==> config.mk <==
export PLATFORM = sky130hd
export DESIGN_NAME = dual_tone_top
export DESIGN_NICKNAME = d
export VERILOG_FILES = /design/src/logic/tone_pkg.sv /design/src/logic/axil_regs.sv /design/src/logic/cordic_rotator.sv /design/src/logic/dual_tone_top.sv /design/src/logic/tone_channel.sv /design/src/logic/tone_mixer.sv
export VERILOG_INCLUDE_DIRS = /design/src /design/src/include
export SDC_FILE = /design/constraint.sdc
export NUM_CORES = 2
export LEC_CHECK = 0
export BUFFER_PORTS_ARGS = -buffer_cell sky130_fd_sc_hd__buf_2
export CORE_ASPECT_RATIO = 0.9
export CORE_MARGIN = 8
export CORE_UTILIZATION = 49
export CTS_BUF_LIST = sky130_fd_sc_hd__clkbuf_4
export CTS_CLUSTER_DIAMETER = 60
export DETAILED_ROUTE_END_ITERATION = 8
export SLEW_MARGIN = 0
export SYNTH_ARGS = -nofsm -noshare
export SYNTH_HDL_FRONTEND = slang
export SYNTH_SLANG_ARGS = --single-unit
==> constraint.sdc <==
create_clock -name i_clk -period 40.7 [get_ports i_clk]
set_clock_uncertainty 0.15 [all_clocks]
set_input_delay 2.035 -clock i_clk [delete_from_list [all_inputs] [get_ports i_clk]]
set_output_delay 2.035 -clock i_clk [all_outputs]
set_load 0.005 [all_outputs]
==> src/include/tone_params.svh <==
// Dual-tone generator parameters
// Widths, CORDIC iteration count and AXI4-Lite register map

`ifndef TONE_PARAMS_SVH
`define TONE_PARAMS_SVH

// Datapath widths with a full circle of 2^16 phase steps
`define TONE_PHASE_W  16
`define TONE_XY_W     16
`define TONE_NR_ITER  16
`define TONE_EXT_BITS 4

// AXI4-Lite bus
`define AXIL_ADDR_W   5
`define AXIL_DATA_W   32

// Register offsets
`define REG_CTRL      5'h00
`define REG_FREQ_A    5'h04
`define REG_FREQ_B    5'h08
`define REG_AMP_A     5'h0C
`define REG_AMP_B     5'h10
`define REG_COUNT     5'h14

`endif

==> src/logic/tone_pkg.sv <==
// Dual-tone generator shared types
// Phase, sample and amplitude types plus AXI response codes

`include "tone_params.svh"

package tone_pkg;

  // -------------------------------------------------------------------------
  // Datapath types
  // -------------------------------------------------------------------------

  // Unsigned phase that wraps at 2^16
  typedef logic [`TONE_PHASE_W-1:0] phase_t;

  // Sine values and the mixed output sample
  typedef logic signed [`TONE_XY_W-1:0] sample_t;

  // Q1.15 channel amplitude
  typedef logic signed [`TONE_XY_W-1:0] amp_t;

  // -------------------------------------------------------------------------
  // AXI4-Lite response codes
  // -------------------------------------------------------------------------

  typedef enum logic [1:0] {
    OKAY   = 2'b00,
    SLVERR = 2'b10
  } axil_resp_t;

endpackage
==> src/logic/axil_regs.sv <==
// AXI4-Lite register bank for the dual-tone generator
// Holds enable, frequency words and amplitudes, counts output samples

`include "tone_params.svh"

module axil_regs (
  input  logic                      i_clk,
  input  logic                      i_rst_an,
  input  logic [`AXIL_ADDR_W-1:0]   i_awaddr,
  input  logic                      i_awvalid,
  output logic                      o_awready,
  input  logic [`AXIL_DATA_W-1:0]   i_wdata,
  input  logic [`AXIL_DATA_W/8-1:0] i_wstrb,
  input  logic                      i_wvalid,
  output logic                      o_wready,
  output tone_pkg::axil_resp_t      o_bresp,
  output logic                      o_bvalid,
  input  logic                      i_bready,
  input  logic [`AXIL_ADDR_W-1:0]   i_araddr,
  input  logic                      i_arvalid,
  output logic                      o_arready,
  output logic [`AXIL_DATA_W-1:0]   o_rdata,
  output tone_pkg::axil_resp_t      o_rresp,
  output logic                      o_rvalid,
  input  logic                      i_rready,
  input  logic                      i_sample_valid,
  output logic                      o_enable,
  output tone_pkg::phase_t          o_freq_a,
  output tone_pkg::phase_t          o_freq_b,
  output tone_pkg::amp_t            o_amp_a,
  output tone_pkg::amp_t            o_amp_b
);

  localparam int c_cfg_w = `TONE_PHASE_W;

  // Config words 0..3 are FREQ_A, FREQ_B, AMP_A, AMP_B
  logic [c_cfg_w-1:0]      r_cfg [0:3];
  logic [`AXIL_DATA_W-1:0] r_count;
  logic [`AXIL_DATA_W-1:0] rd_data;
  logic                    rd_err;
  logic                    wr_err;
  logic                    wr_cfg;
  logic [1:0]              wr_idx;
  logic                    wr_fire;
  logic                    rd_fire;

  assign wr_fire = o_awready && i_awvalid && i_wvalid;
  assign rd_fire = o_arready && i_arvalid;
  assign o_wready = o_awready;

  // -------------------------------------------------------------------------
  // Address decode
  // -------------------------------------------------------------------------
  assign wr_cfg = (i_awaddr >= `REG_FREQ_A) && (i_awaddr <= `REG_AMP_B)
                  && (i_awaddr[1:0] == 2'b00);
  assign wr_idx = 2'(i_awaddr[4:2] - 3'd1);
  assign wr_err = !(wr_cfg || i_awaddr == `REG_CTRL || i_awaddr == `REG_COUNT);

  always_comb
  begin
    rd_data = '0;
    rd_err  = 1'b0;
    case (i_araddr)
      `REG_CTRL:   rd_data = {{(`AXIL_DATA_W-1){1'b0}}, o_enable};
      `REG_FREQ_A: rd_data = `AXIL_DATA_W'(r_cfg[0]);
      `REG_FREQ_B: rd_data = `AXIL_DATA_W'(r_cfg[1]);
      `REG_AMP_A:  rd_data = `AXIL_DATA_W'(r_cfg[2]);
      `REG_AMP_B:  rd_data = `AXIL_DATA_W'(r_cfg[3]);
      `REG_COUNT:  rd_data = r_count;
      default:     rd_err  = 1'b1;
    endcase
  end

  // -------------------------------------------------------------------------
  // Handshakes, registers and sample counter
  // -------------------------------------------------------------------------
  always_ff @(posedge i_clk or negedge i_rst_an)
  begin
    if (!i_rst_an)
    begin
      o_awready <= 1'b0;
      o_bvalid  <= 1'b0;
      o_bresp   <= tone_pkg::OKAY;
      o_arready <= 1'b0;
      o_rvalid  <= 1'b0;
      o_rresp   <= tone_pkg::OKAY;
      o_rdata   <= '0;
      o_enable  <= 1'b0;
      r_cfg     <= '{default: '0};
      r_count   <= '0;
    end
    else
    begin
      // One-cycle ready once both channels are valid and no response waits
      o_awready <= i_awvalid && i_wvalid && !o_bvalid && !o_awready;
      o_arready <= i_arvalid && !o_rvalid && !o_arready;

      if (wr_fire)
      begin
        o_bvalid <= 1'b1;
        o_bresp  <= wr_err ? tone_pkg::SLVERR : tone_pkg::OKAY;
        if (i_awaddr == `REG_CTRL && i_wstrb[0])
          o_enable <= i_wdata[0];
        if (wr_cfg)
        begin
          for (int b = 0; b < c_cfg_w / 8; b++)
          begin
            if (i_wstrb[b])
              r_cfg[wr_idx][8*b +: 8] <= i_wdata[8*b +: 8];
          end
        end
      end
      else if (o_bvalid && i_bready)
      begin
        o_bvalid <= 1'b0;
      end

      if (rd_fire)
      begin
        o_rvalid <= 1'b1;
        o_rdata  <= rd_data;
        o_rresp  <= rd_err ? tone_pkg::SLVERR : tone_pkg::OKAY;
      end
      else if (o_rvalid && i_rready)
      begin
        o_rvalid <= 1'b0;
      end

      if (i_sample_valid)
        r_count <= r_count + 1'b1;
    end
  end

  assign o_freq_a = r_cfg[0];
  assign o_freq_b = r_cfg[1];
  assign o_amp_a  = r_cfg[2];
  assign o_amp_b  = r_cfg[3];

  a_bvalid_hold: assert property (
    @(posedge i_clk) disable iff (!i_rst_an)
    o_bvalid && !i_bready |=> o_bvalid && $stable(o_bresp));

  a_rvalid_hold: assert property (
    @(posedge i_clk) disable iff (!i_rst_an)
    o_rvalid && !i_rready |=> o_rvalid && $stable(o_rdata) && $stable(o_rresp));

endmodule

==> src/logic/cordic_rotator.sv <==
// Iterative rotation-mode CORDIC
// One shared add/shift stage runs nr_iter micro-rotations per start.
// Quadrant pre-rotation lets any 16-bit phase converge.

`include "tone_params.svh"

module cordic_rotator #(
  parameter int nr_iter = `TONE_NR_ITER
) (
  input  logic              i_clk,
  input  logic              i_rst_an,
  input  logic              i_start,
  input  tone_pkg::phase_t  i_phase,
  output tone_pkg::sample_t o_sin,
  output logic              o_done
);

  localparam int c_ext_bits = `TONE_EXT_BITS;
  localparam int c_xy_w     = `TONE_XY_W + c_ext_bits;
  localparam int c_z_w      = `TONE_PHASE_W;
  localparam int c_cnt_w    = $clog2(nr_iter);

  localparam logic [c_cnt_w-1:0] c_last = c_cnt_w'(nr_iter - 1);

  // Start vector 16384 with guard bits and a half turn for the residual angle
  localparam logic signed [c_xy_w-1:0] c_x_start = c_xy_w'(16384 * (2 ** c_ext_bits));
  localparam tone_pkg::phase_t         c_half    = tone_pkg::phase_t'(1 << (c_z_w - 1));

  // -------------------------------------------------------------------------
  // Arctangent table of round(atan(2^-i) * 2^16 / 2pi)
  // -------------------------------------------------------------------------
  typedef logic signed [c_z_w-1:0] atan_tab_t [0:nr_iter-1];

  function automatic atan_tab_t build_atan();
    atan_tab_t tab;
    for (int i = 0; i < nr_iter; i++)
    begin
      tab[i] = c_z_w'($rtoi($atan(2.0 ** (-i)) * 65536.0 / (2.0 * 3.141592653589793) + 0.5));
    end
    return tab;
  endfunction

  localparam atan_tab_t c_atan = build_atan();

  logic signed [c_xy_w-1:0] r_x;
  logic signed [c_xy_w-1:0] r_y;
  logic signed [c_z_w-1:0]  r_z;
  logic [c_cnt_w-1:0]       r_iter;
  logic                     r_busy;
  logic                     flip;
  logic                     rot_pos;
  logic signed [c_xy_w-1:0] x_shift;
  logic signed [c_xy_w-1:0] y_shift;

  // Second and third quadrant start from -x
  assign flip = i_phase[c_z_w-1] ^ i_phase[c_z_w-2];

  // Shared micro-rotation stage
  assign rot_pos = ~r_z[c_z_w-1];
  assign x_shift = r_x >>> r_iter;
  assign y_shift = r_y >>> r_iter;

  // Control state
  always_ff @(posedge i_clk or negedge i_rst_an)
  begin
    if (!i_rst_an)
    begin
      r_busy <= 1'b0;
      r_iter <= '0;
      o_done <= 1'b0;
    end
    else
    begin
      o_done <= 1'b0;
      if (i_start)
      begin
        r_busy <= 1'b1;
        r_iter <= '0;
      end
      else if (r_busy)
      begin
        if (r_iter == c_last)
        begin
          r_busy <= 1'b0;
          r_iter <= '0;
          o_done <= 1'b1;
        end
        else
        begin
          r_iter <= r_iter + 1'b1;
        end
      end
    end
  end

  // Vector and residual angle
  always_ff @(posedge i_clk)
  begin
    if (i_start)
    begin
      r_x <= flip ? -c_x_start : c_x_start;
      r_y <= '0;
      r_z <= flip ? i_phase - c_half : i_phase;
    end
    else if (r_busy)
    begin
      r_x <= rot_pos ? r_x - y_shift : r_x + y_shift;
      r_y <= rot_pos ? r_y + x_shift : r_y - x_shift;
      r_z <= rot_pos ? r_z - c_atan[r_iter] : r_z + c_atan[r_iter];
    end
  end

  // Drop the guard bits
  assign o_sin = r_y[c_xy_w-1:c_ext_bits];

  a_no_start_while_busy: assert property (
    @(posedge i_clk) disable iff (!i_rst_an) i_start |-> !r_busy);

  a_iter_bound: assert property (
    @(posedge i_clk) disable iff (!i_rst_an)
    i_start |=> (r_busy && r_iter <= c_last) [*nr_iter] ##1 o_done);

endmodule

==> src/logic/dual_tone_top.sv <==
// Dual-tone sine generator top level
// AXI4-Lite register bank, two CORDIC tone channels and the mixer

`include "tone_params.svh"

module dual_tone_top (
  input  logic                      i_clk,
  input  logic                      i_rst_an,
  input  logic [`AXIL_ADDR_W-1:0]   i_awaddr,
  input  logic                      i_awvalid,
  output logic                      o_awready,
  input  logic [`AXIL_DATA_W-1:0]   i_wdata,
  input  logic [`AXIL_DATA_W/8-1:0] i_wstrb,
  input  logic                      i_wvalid,
  output logic                      o_wready,
  output tone_pkg::axil_resp_t      o_bresp,
  output logic                      o_bvalid,
  input  logic                      i_bready,
  input  logic [`AXIL_ADDR_W-1:0]   i_araddr,
  input  logic                      i_arvalid,
  output logic                      o_arready,
  output logic [`AXIL_DATA_W-1:0]   o_rdata,
  output tone_pkg::axil_resp_t      o_rresp,
  output logic                      o_rvalid,
  input  logic                      i_rready,
  output tone_pkg::sample_t         o_sample,
  output logic                      o_sample_valid,
  output logic                      o_sat
);

  logic              enable;
  tone_pkg::phase_t  freq_a;
  tone_pkg::phase_t  freq_b;
  tone_pkg::amp_t    amp_a;
  tone_pkg::amp_t    amp_b;
  tone_pkg::sample_t sin_a;
  tone_pkg::sample_t sin_b;
  logic              valid_a;
  logic              valid_b;

  axil_regs axil_regs_inst (
    .i_clk          (i_clk),
    .i_rst_an       (i_rst_an),
    .i_awaddr       (i_awaddr),
    .i_awvalid      (i_awvalid),
    .o_awready      (o_awready),
    .i_wdata        (i_wdata),
    .i_wstrb        (i_wstrb),
    .i_wvalid       (i_wvalid),
    .o_wready       (o_wready),
    .o_bresp        (o_bresp),
    .o_bvalid       (o_bvalid),
    .i_bready       (i_bready),
    .i_araddr       (i_araddr),
    .i_arvalid      (i_arvalid),
    .o_arready      (o_arready),
    .o_rdata        (o_rdata),
    .o_rresp        (o_rresp),
    .o_rvalid       (o_rvalid),
    .i_rready       (i_rready),
    .i_sample_valid (o_sample_valid),
    .o_enable       (enable),
    .o_freq_a       (freq_a),
    .o_freq_b       (freq_b),
    .o_amp_a        (amp_a),
    .o_amp_b        (amp_b)
  );

  // Both channels share the enable so their frames stay aligned
  tone_channel tone_a_inst (
    .i_clk    (i_clk),
    .i_rst_an (i_rst_an),
    .i_enable (enable),
    .i_freq   (freq_a),
    .o_sin    (sin_a),
    .o_valid  (valid_a)
  );

  tone_channel tone_b_inst (
    .i_clk    (i_clk),
    .i_rst_an (i_rst_an),
    .i_enable (enable),
    .i_freq   (freq_b),
    .o_sin    (sin_b),
    .o_valid  (valid_b)
  );

  tone_mixer tone_mixer_inst (
    .i_clk          (i_clk),
    .i_rst_an       (i_rst_an),
    .i_sin_a        (sin_a),
    .i_sin_b        (sin_b),
    .i_valid_a      (valid_a),
    .i_valid_b      (valid_b),
    .i_amp_a        (amp_a),
    .i_amp_b        (amp_b),
    .o_sample       (o_sample),
    .o_sample_valid (o_sample_valid),
    .o_sat          (o_sat)
  );

endmodule

==> src/logic/tone_channel.sv <==
// One tone channel
// Phase accumulator and 18-cycle sample frame around a CORDIC rotator

`include "tone_params.svh"

module tone_channel (
  input  logic              i_clk,
  input  logic              i_rst_an,
  input  logic              i_enable,
  input  tone_pkg::phase_t  i_freq,
  output tone_pkg::sample_t o_sin,
  output logic              o_valid
);

  // Load, iterations, result
  localparam int c_frame_len = `TONE_NR_ITER + 2;
  localparam int c_frame_w   = $clog2(c_frame_len);

  localparam logic [c_frame_w-1:0] c_frame_last = c_frame_w'(c_frame_len - 1);

  tone_pkg::phase_t     r_phase;
  logic [c_frame_w-1:0] r_frame;
  logic                 load;

  // Frame slot 0 starts a new sample while enabled
  assign load = i_enable && (r_frame == '0);

  always_ff @(posedge i_clk or negedge i_rst_an)
  begin
    if (!i_rst_an)
    begin
      r_phase <= '0;
      r_frame <= '0;
    end
    else if (load)
    begin
      r_phase <= r_phase + i_freq;
      r_frame <= c_frame_w'(1);
    end
    else if (r_frame != '0)
    begin
      r_frame <= (r_frame == c_frame_last) ? '0 : r_frame + 1'b1;
    end
    else
    begin
      // Idle until the next enable restarts from phase 0
      r_phase <= '0;
    end
  end

  cordic_rotator #(
    .nr_iter (`TONE_NR_ITER)
  ) rotator_inst (
    .i_clk    (i_clk),
    .i_rst_an (i_rst_an),
    .i_start  (load),
    .i_phase  (r_phase),
    .o_sin    (o_sin),
    .o_done   (o_valid)
  );

  a_valid_in_last_slot: assert property (
    @(posedge i_clk) disable iff (!i_rst_an) o_valid |-> r_frame == c_frame_last);

endmodule

==> src/logic/tone_mixer.sv <==
// Two-channel mixer
// Removes the CORDIC gain, scales each tone by its amplitude,
// sums both and saturates to a 16-bit registered sample

`include "tone_params.svh"

module tone_mixer (
  input  logic              i_clk,
  input  logic              i_rst_an,
  input  tone_pkg::sample_t i_sin_a,
  input  tone_pkg::sample_t i_sin_b,
  input  logic              i_valid_a,
  input  logic              i_valid_b,
  input  tone_pkg::amp_t    i_amp_a,
  input  tone_pkg::amp_t    i_amp_b,
  output tone_pkg::sample_t o_sample,
  output logic              o_sample_valid,
  output logic              o_sat
);

  localparam int c_w    = `TONE_XY_W;
  localparam int c_frac = c_w - 1;

  // round(0.607253 * 2^15)
  localparam logic signed [c_w-1:0] c_gain = 16'sd19898;

  localparam logic signed [c_w+1:0] c_max = (c_w+2)'(2 ** (c_w - 1) - 1);
  localparam logic signed [c_w+1:0] c_min = -(c_w+2)'(2 ** (c_w - 1));

  // Gain compensation then amplitude as two Q15 products
  function automatic logic signed [c_w:0] scale(
    input tone_pkg::sample_t sin_val,
    input tone_pkg::amp_t    amp
  );
    logic signed [2*c_w-1:0] prod_gain;
    logic signed [2*c_w-1:0] prod_amp;
    logic signed [c_w-1:0]   comp;
    prod_gain = sin_val * c_gain;
    comp      = prod_gain[c_frac +: c_w];
    prod_amp  = comp * amp;
    return prod_amp[2*c_w-1:c_frac];
  endfunction

  logic signed [c_w:0]   term_a;
  logic signed [c_w:0]   term_b;
  logic signed [c_w+1:0] sum;
  logic                  clip_hi;
  logic                  clip_lo;
  logic                  both_valid;

  assign term_a     = scale(i_sin_a, i_amp_a);
  assign term_b     = scale(i_sin_b, i_amp_b);
  assign sum        = term_a + term_b;
  assign clip_hi    = sum > c_max;
  assign clip_lo    = sum < c_min;
  assign both_valid = i_valid_a && i_valid_b;

  always_ff @(posedge i_clk or negedge i_rst_an)
  begin
    if (!i_rst_an)
    begin
      o_sample_valid <= 1'b0;
      o_sat          <= 1'b0;
    end
    else
    begin
      o_sample_valid <= both_valid;
      o_sat          <= both_valid && (clip_hi || clip_lo);
    end
  end

  always_ff @(posedge i_clk)
  begin
    if (both_valid)
    begin
      if (clip_hi)
        o_sample <= c_max[c_w-1:0];
      else if (clip_lo)
        o_sample <= c_min[c_w-1:0];
      else
        o_sample <= sum[c_w-1:0];
    end
  end

  // Both channels share one enable, so their frames line up
  a_valid_aligned: assert property (
    @(posedge i_clk) disable iff (!i_rst_an) i_valid_a == i_valid_b);

endmodule

==> flow_metrics.env <==
export IMPL_setup_violations=0
export IMPL_root_buffer="clkbuf_4"
export IMPL_clk_latency_ns=0.93
export IMPL_clk_path_buf_depth=3
export IMPL_fp_dieH_um=329
export IMPL_grt_usage=0.221
export IMPL_die_area_um2=120000
export IMPL_max_slew_margin=0.247
export IMPL_crit_required_ns=41.27
export IMPL_core_um2=108000
export IMPL_slowest_stage="xor2_2"
export IMPL_crit_path_frequent_cell="fa_1"
export IMPL_tightest_slew_ns=1.13
export IMPL_globalplace_congestion=0.856
export IMPL_gr_total_overflow=0
export IMPL_path_max_fanout=16
export IMPL_rows=114
export IMPL_rr_worst_depth=52
export IMPL_synth_cell_types=84
export IMPL_worst_path_buf_inv=8
export IMPL_crit_arrival_ns=16.48
export IMPL_fin_crit_sh=0.391
export IMPL_cts_tree="built"
export IMPL_worstHoldPathType="reg2reg"
export IMPL_crit_family="adder cells"
export IMPL_antenna_found_initial=21
export IMPL_synth_area_um2=53300
export IMPL_htree_levels=3
export IMPL_ys_warn_count=0
export IMPL_layout_commonest_cell="inv_1"
export IMPL_wl_per_cell_um=17.7
export IMPL_reg2reg_from="tone_a_inst.rotator_inst.r_y[11]"
export IMPL_dpl_hpwl_mm=102
export IMPL_drc_errors=0
export IMPL_max_stage_delay_ns=0.77
export IMPL_die_w_um=364
export IMPL_grt_max_degree=75
export IMPL_clock_fmax_ghz=0.0629
export IMPL_post_cts_resized=0
export IMPL_r2r_end="tone_mixer_inst.o_sat"
export IMPL_hold_path_startpoint="axil_regs_inst.o_rvalid"
export IMPL_synth_top_area_share=0.277
export IMPL_synth_avg_cell_area_um2=9.29
export IMPL_synth_edf_count=88
export IMPL_fin_tns_setup_ns=0
export IMPL_cts_buffers_inserted=93
export IMPL_drtIter0Drc=2409
export IMPL_syn_inst=5735
export IMPL_hold_path_depth=1
export IMPL_min_to="axil_regs_inst.o_arready"
export IMPL_grt_setup_unrepaired="false"
export IMPL_ys_seq_area_frac=0.154
export IMPL_cts_sinks=319
export IMPL_worst_setup_path_end_kind="flop"
export IMPL_layout_nets=7098
export IMPL_vias=39200
export IMPL_ctsHoldBuffers=0
export IMPL_synthToLayoutAreaGrowth_pct=6.05
export IMPL_drt_first_pass_iters=6
export IMPL_critPathLaunchType="flop"
export IMPL_drt_wl_total_mm=129
export IMPL_postRouteAntennaNets=0
export IMPL_synthTopCellsByArea="fa_1, ha_1, dfrtp_1, inv_1, edfxtp_1"
export IMPL_grt_pass1_vias=39500
export IMPL_finalHoldViolCount=0
export IMPL_reg2reg_slack_ns=24.79
export IMPL_via_per_inst=5.36
export IMPL_io_pin_count=112
export IMPL_status="finished, final reports clean"
export IMPL_critPathKind="reg2reg"
export IMPL_ys_seq_elements=319
export IMPL_drv_cap=0
export IMPL_final_max_slew_violation_count=0
export IMPL_cts_setup_buffers=0
export IMPL_cts_clk_slew_worst_paths_ns=0.06
export IMPL_initial_core_util=0.495
export IMPL_yosysTopAreaCell="fa_1"
export IMPL_layout_min_cycle_time_ns=15.91
export IMPL_layout_common_cells="inv_1, fa_1, nand2_1"
export IMPL_drive_above_1_share=0.0888
export IMPL_ys_flop_type="dfrtp_1"
export IMPL_port_buffers=91
export IMPL_grt_pass1_wl_mm=215
export IMPL_synthArstFlopShare=0.599
==> cells in the mapped netlist, types with 7 or more instances <==
cell type,count
a211o_1,11
a211oi_1,24
a21o_1,74
a21oi_1,278
a221oi_1,17
a31o_2,8
a31oi_1,33
and2_1,263
and3_1,43
and4_1,8
buf_1,32
buf_2,17
buf_4,12
clkbuf_1,145
dfrtp_1,191
dfxtp_1,40
edfxtp_1,88
fa_1,738
ha_1,537
inv_1,1056
mux2_2,103
mux2i_1,87
mux4_1,17
mux4_2,63
nand2_1,544
nand2b_1,43
nand3_1,66
nand3b_1,7
nand4_1,15
nor2_1,325
nor2b_1,53
nor3_1,57
nor3b_1,9
o21a_1,24
o21ai_0,191
o21bai_1,45
o31ai_1,10
o41ai_1,8
or2_2,10
or3_1,16
xnor2_1,229
xor2_1,106
==> cells by family after synthesis <==
group / count (synthesis) / share of synthesized area
multiplexers: 271 / 0.0734
adder cells (fa/ha/maj): 1275 / 0.403
AND/OR/NAND/NOR: 1480 / 0.132
AO/OA/AOI/OAI: 784 / 0.0901
XOR/XNOR: 335 / 0.0551
flip-flops: 319 / 0.154
other: 1 / 0.0000704
buffers and inverters: 1270 / 0.0915
==> stage by stage <==
stage | hold slack [ns] | setup slack (ns) | utilization | instances | cell area [um^2]
after global routing | 0.331 | 23.59 | 0.525 | 7297 | 56500
after floorplan | 0.291 | 26.70 | - | 5736 | 53300
after CTS | 0.314 | 24.62 | 0.525 | 7293 | 56500
after detailed placement | 0.306 | 24.64 | 0.513 | 7125 | 55200
after global placement | 0.287 | 24.78 | 0.513 | 7125 | 55200
final | 0.311 | 24.79 | 0.525 | 7307 | 56500
==> state kept, by name, summed over array words and instances (netlist names), 20 cells and up <==
register and count:
axil_regs_inst.o_rdata 32, axil_regs_inst.r_count 32, tone_a_inst.rotator_inst.r_x 20, tone_a_inst.rotator_inst.r_y 20, tone_b_inst.rotator_inst.r_x 20, tone_b_inst.rotator_inst.r_y 20
==> worst reg2reg max path: cells and delay by family, from the launching register on <==
| family | cells | cell delay [ns] |
|---|---|---|
| fa+ha+maj | 15 | 6.83 |
| flops | 1 | 0.65 |
| xor+xnor | 3 | 1.16 |
| simple gates | 6 | 0.98 |
| buf+inv | 8 | 0.57 |
| compound gates | 20 | 5.41 |
==> worst max-delay path by stage <==
stage / endpoint / depth (start not counted) / from
after floorplan: tone_mixer_inst.o_sample[10] / 58 / tone_b_inst.rotator_inst.r_y[11]
after global placement: tone_mixer_inst.o_sat / 52 / tone_b_inst.rotator_inst.r_y[11]
after detailed placement: tone_mixer_inst.o_sat / 52 / tone_b_inst.rotator_inst.r_y[11]
after CTS: tone_mixer_inst.o_sat / 52 / tone_b_inst.rotator_inst.r_y[11]
after global routing: tone_mixer_inst.o_sat / 52 / tone_b_inst.rotator_inst.r_y[10]
final: tone_mixer_inst.o_sat / 52 / tone_a_inst.rotator_inst.r_y[11]
==> final cells by class <==
| type | count | area (um^2) |
|---|---|---|
| Multi-Input combinational cell | 4147 | 40300 |
| Fill cell | 10200 | 51100 |
| Clock inverter | 26 | 171 |
| Antenna cell | 14 | 35.0 |
| Clock buffer | 142 | 1070 |
| Inverter | 1061 | 3980 |
| Tap cell | 1450 | 1810 |
| Sequential cell | 319 | 8230 |
| Timing Repair Buffer | 148 | 892 |
==> layer usage <==
| metal | share of wire | wire length (um) | GRT usage | up-vias |
|---|---|---|---|---|
| li1 | - | - | - | 18600 |
| met1 | 0.49 | 63600 | 0.345 | 19400 |
| met2 | 0.42 | 54200 | 0.320 | 938 |
| met3 | 0.069 | 8850 | 0.0383 | 159 |
| met4 | 0.018 | 2280 | 0.0455 | 8 |
| met5 | 0.00039 | 50 | 0 | - |
Power is left out: the tool's default activity adds up to more than one toggle a clock period on the data nets, which glitch-free logic cannot reach.
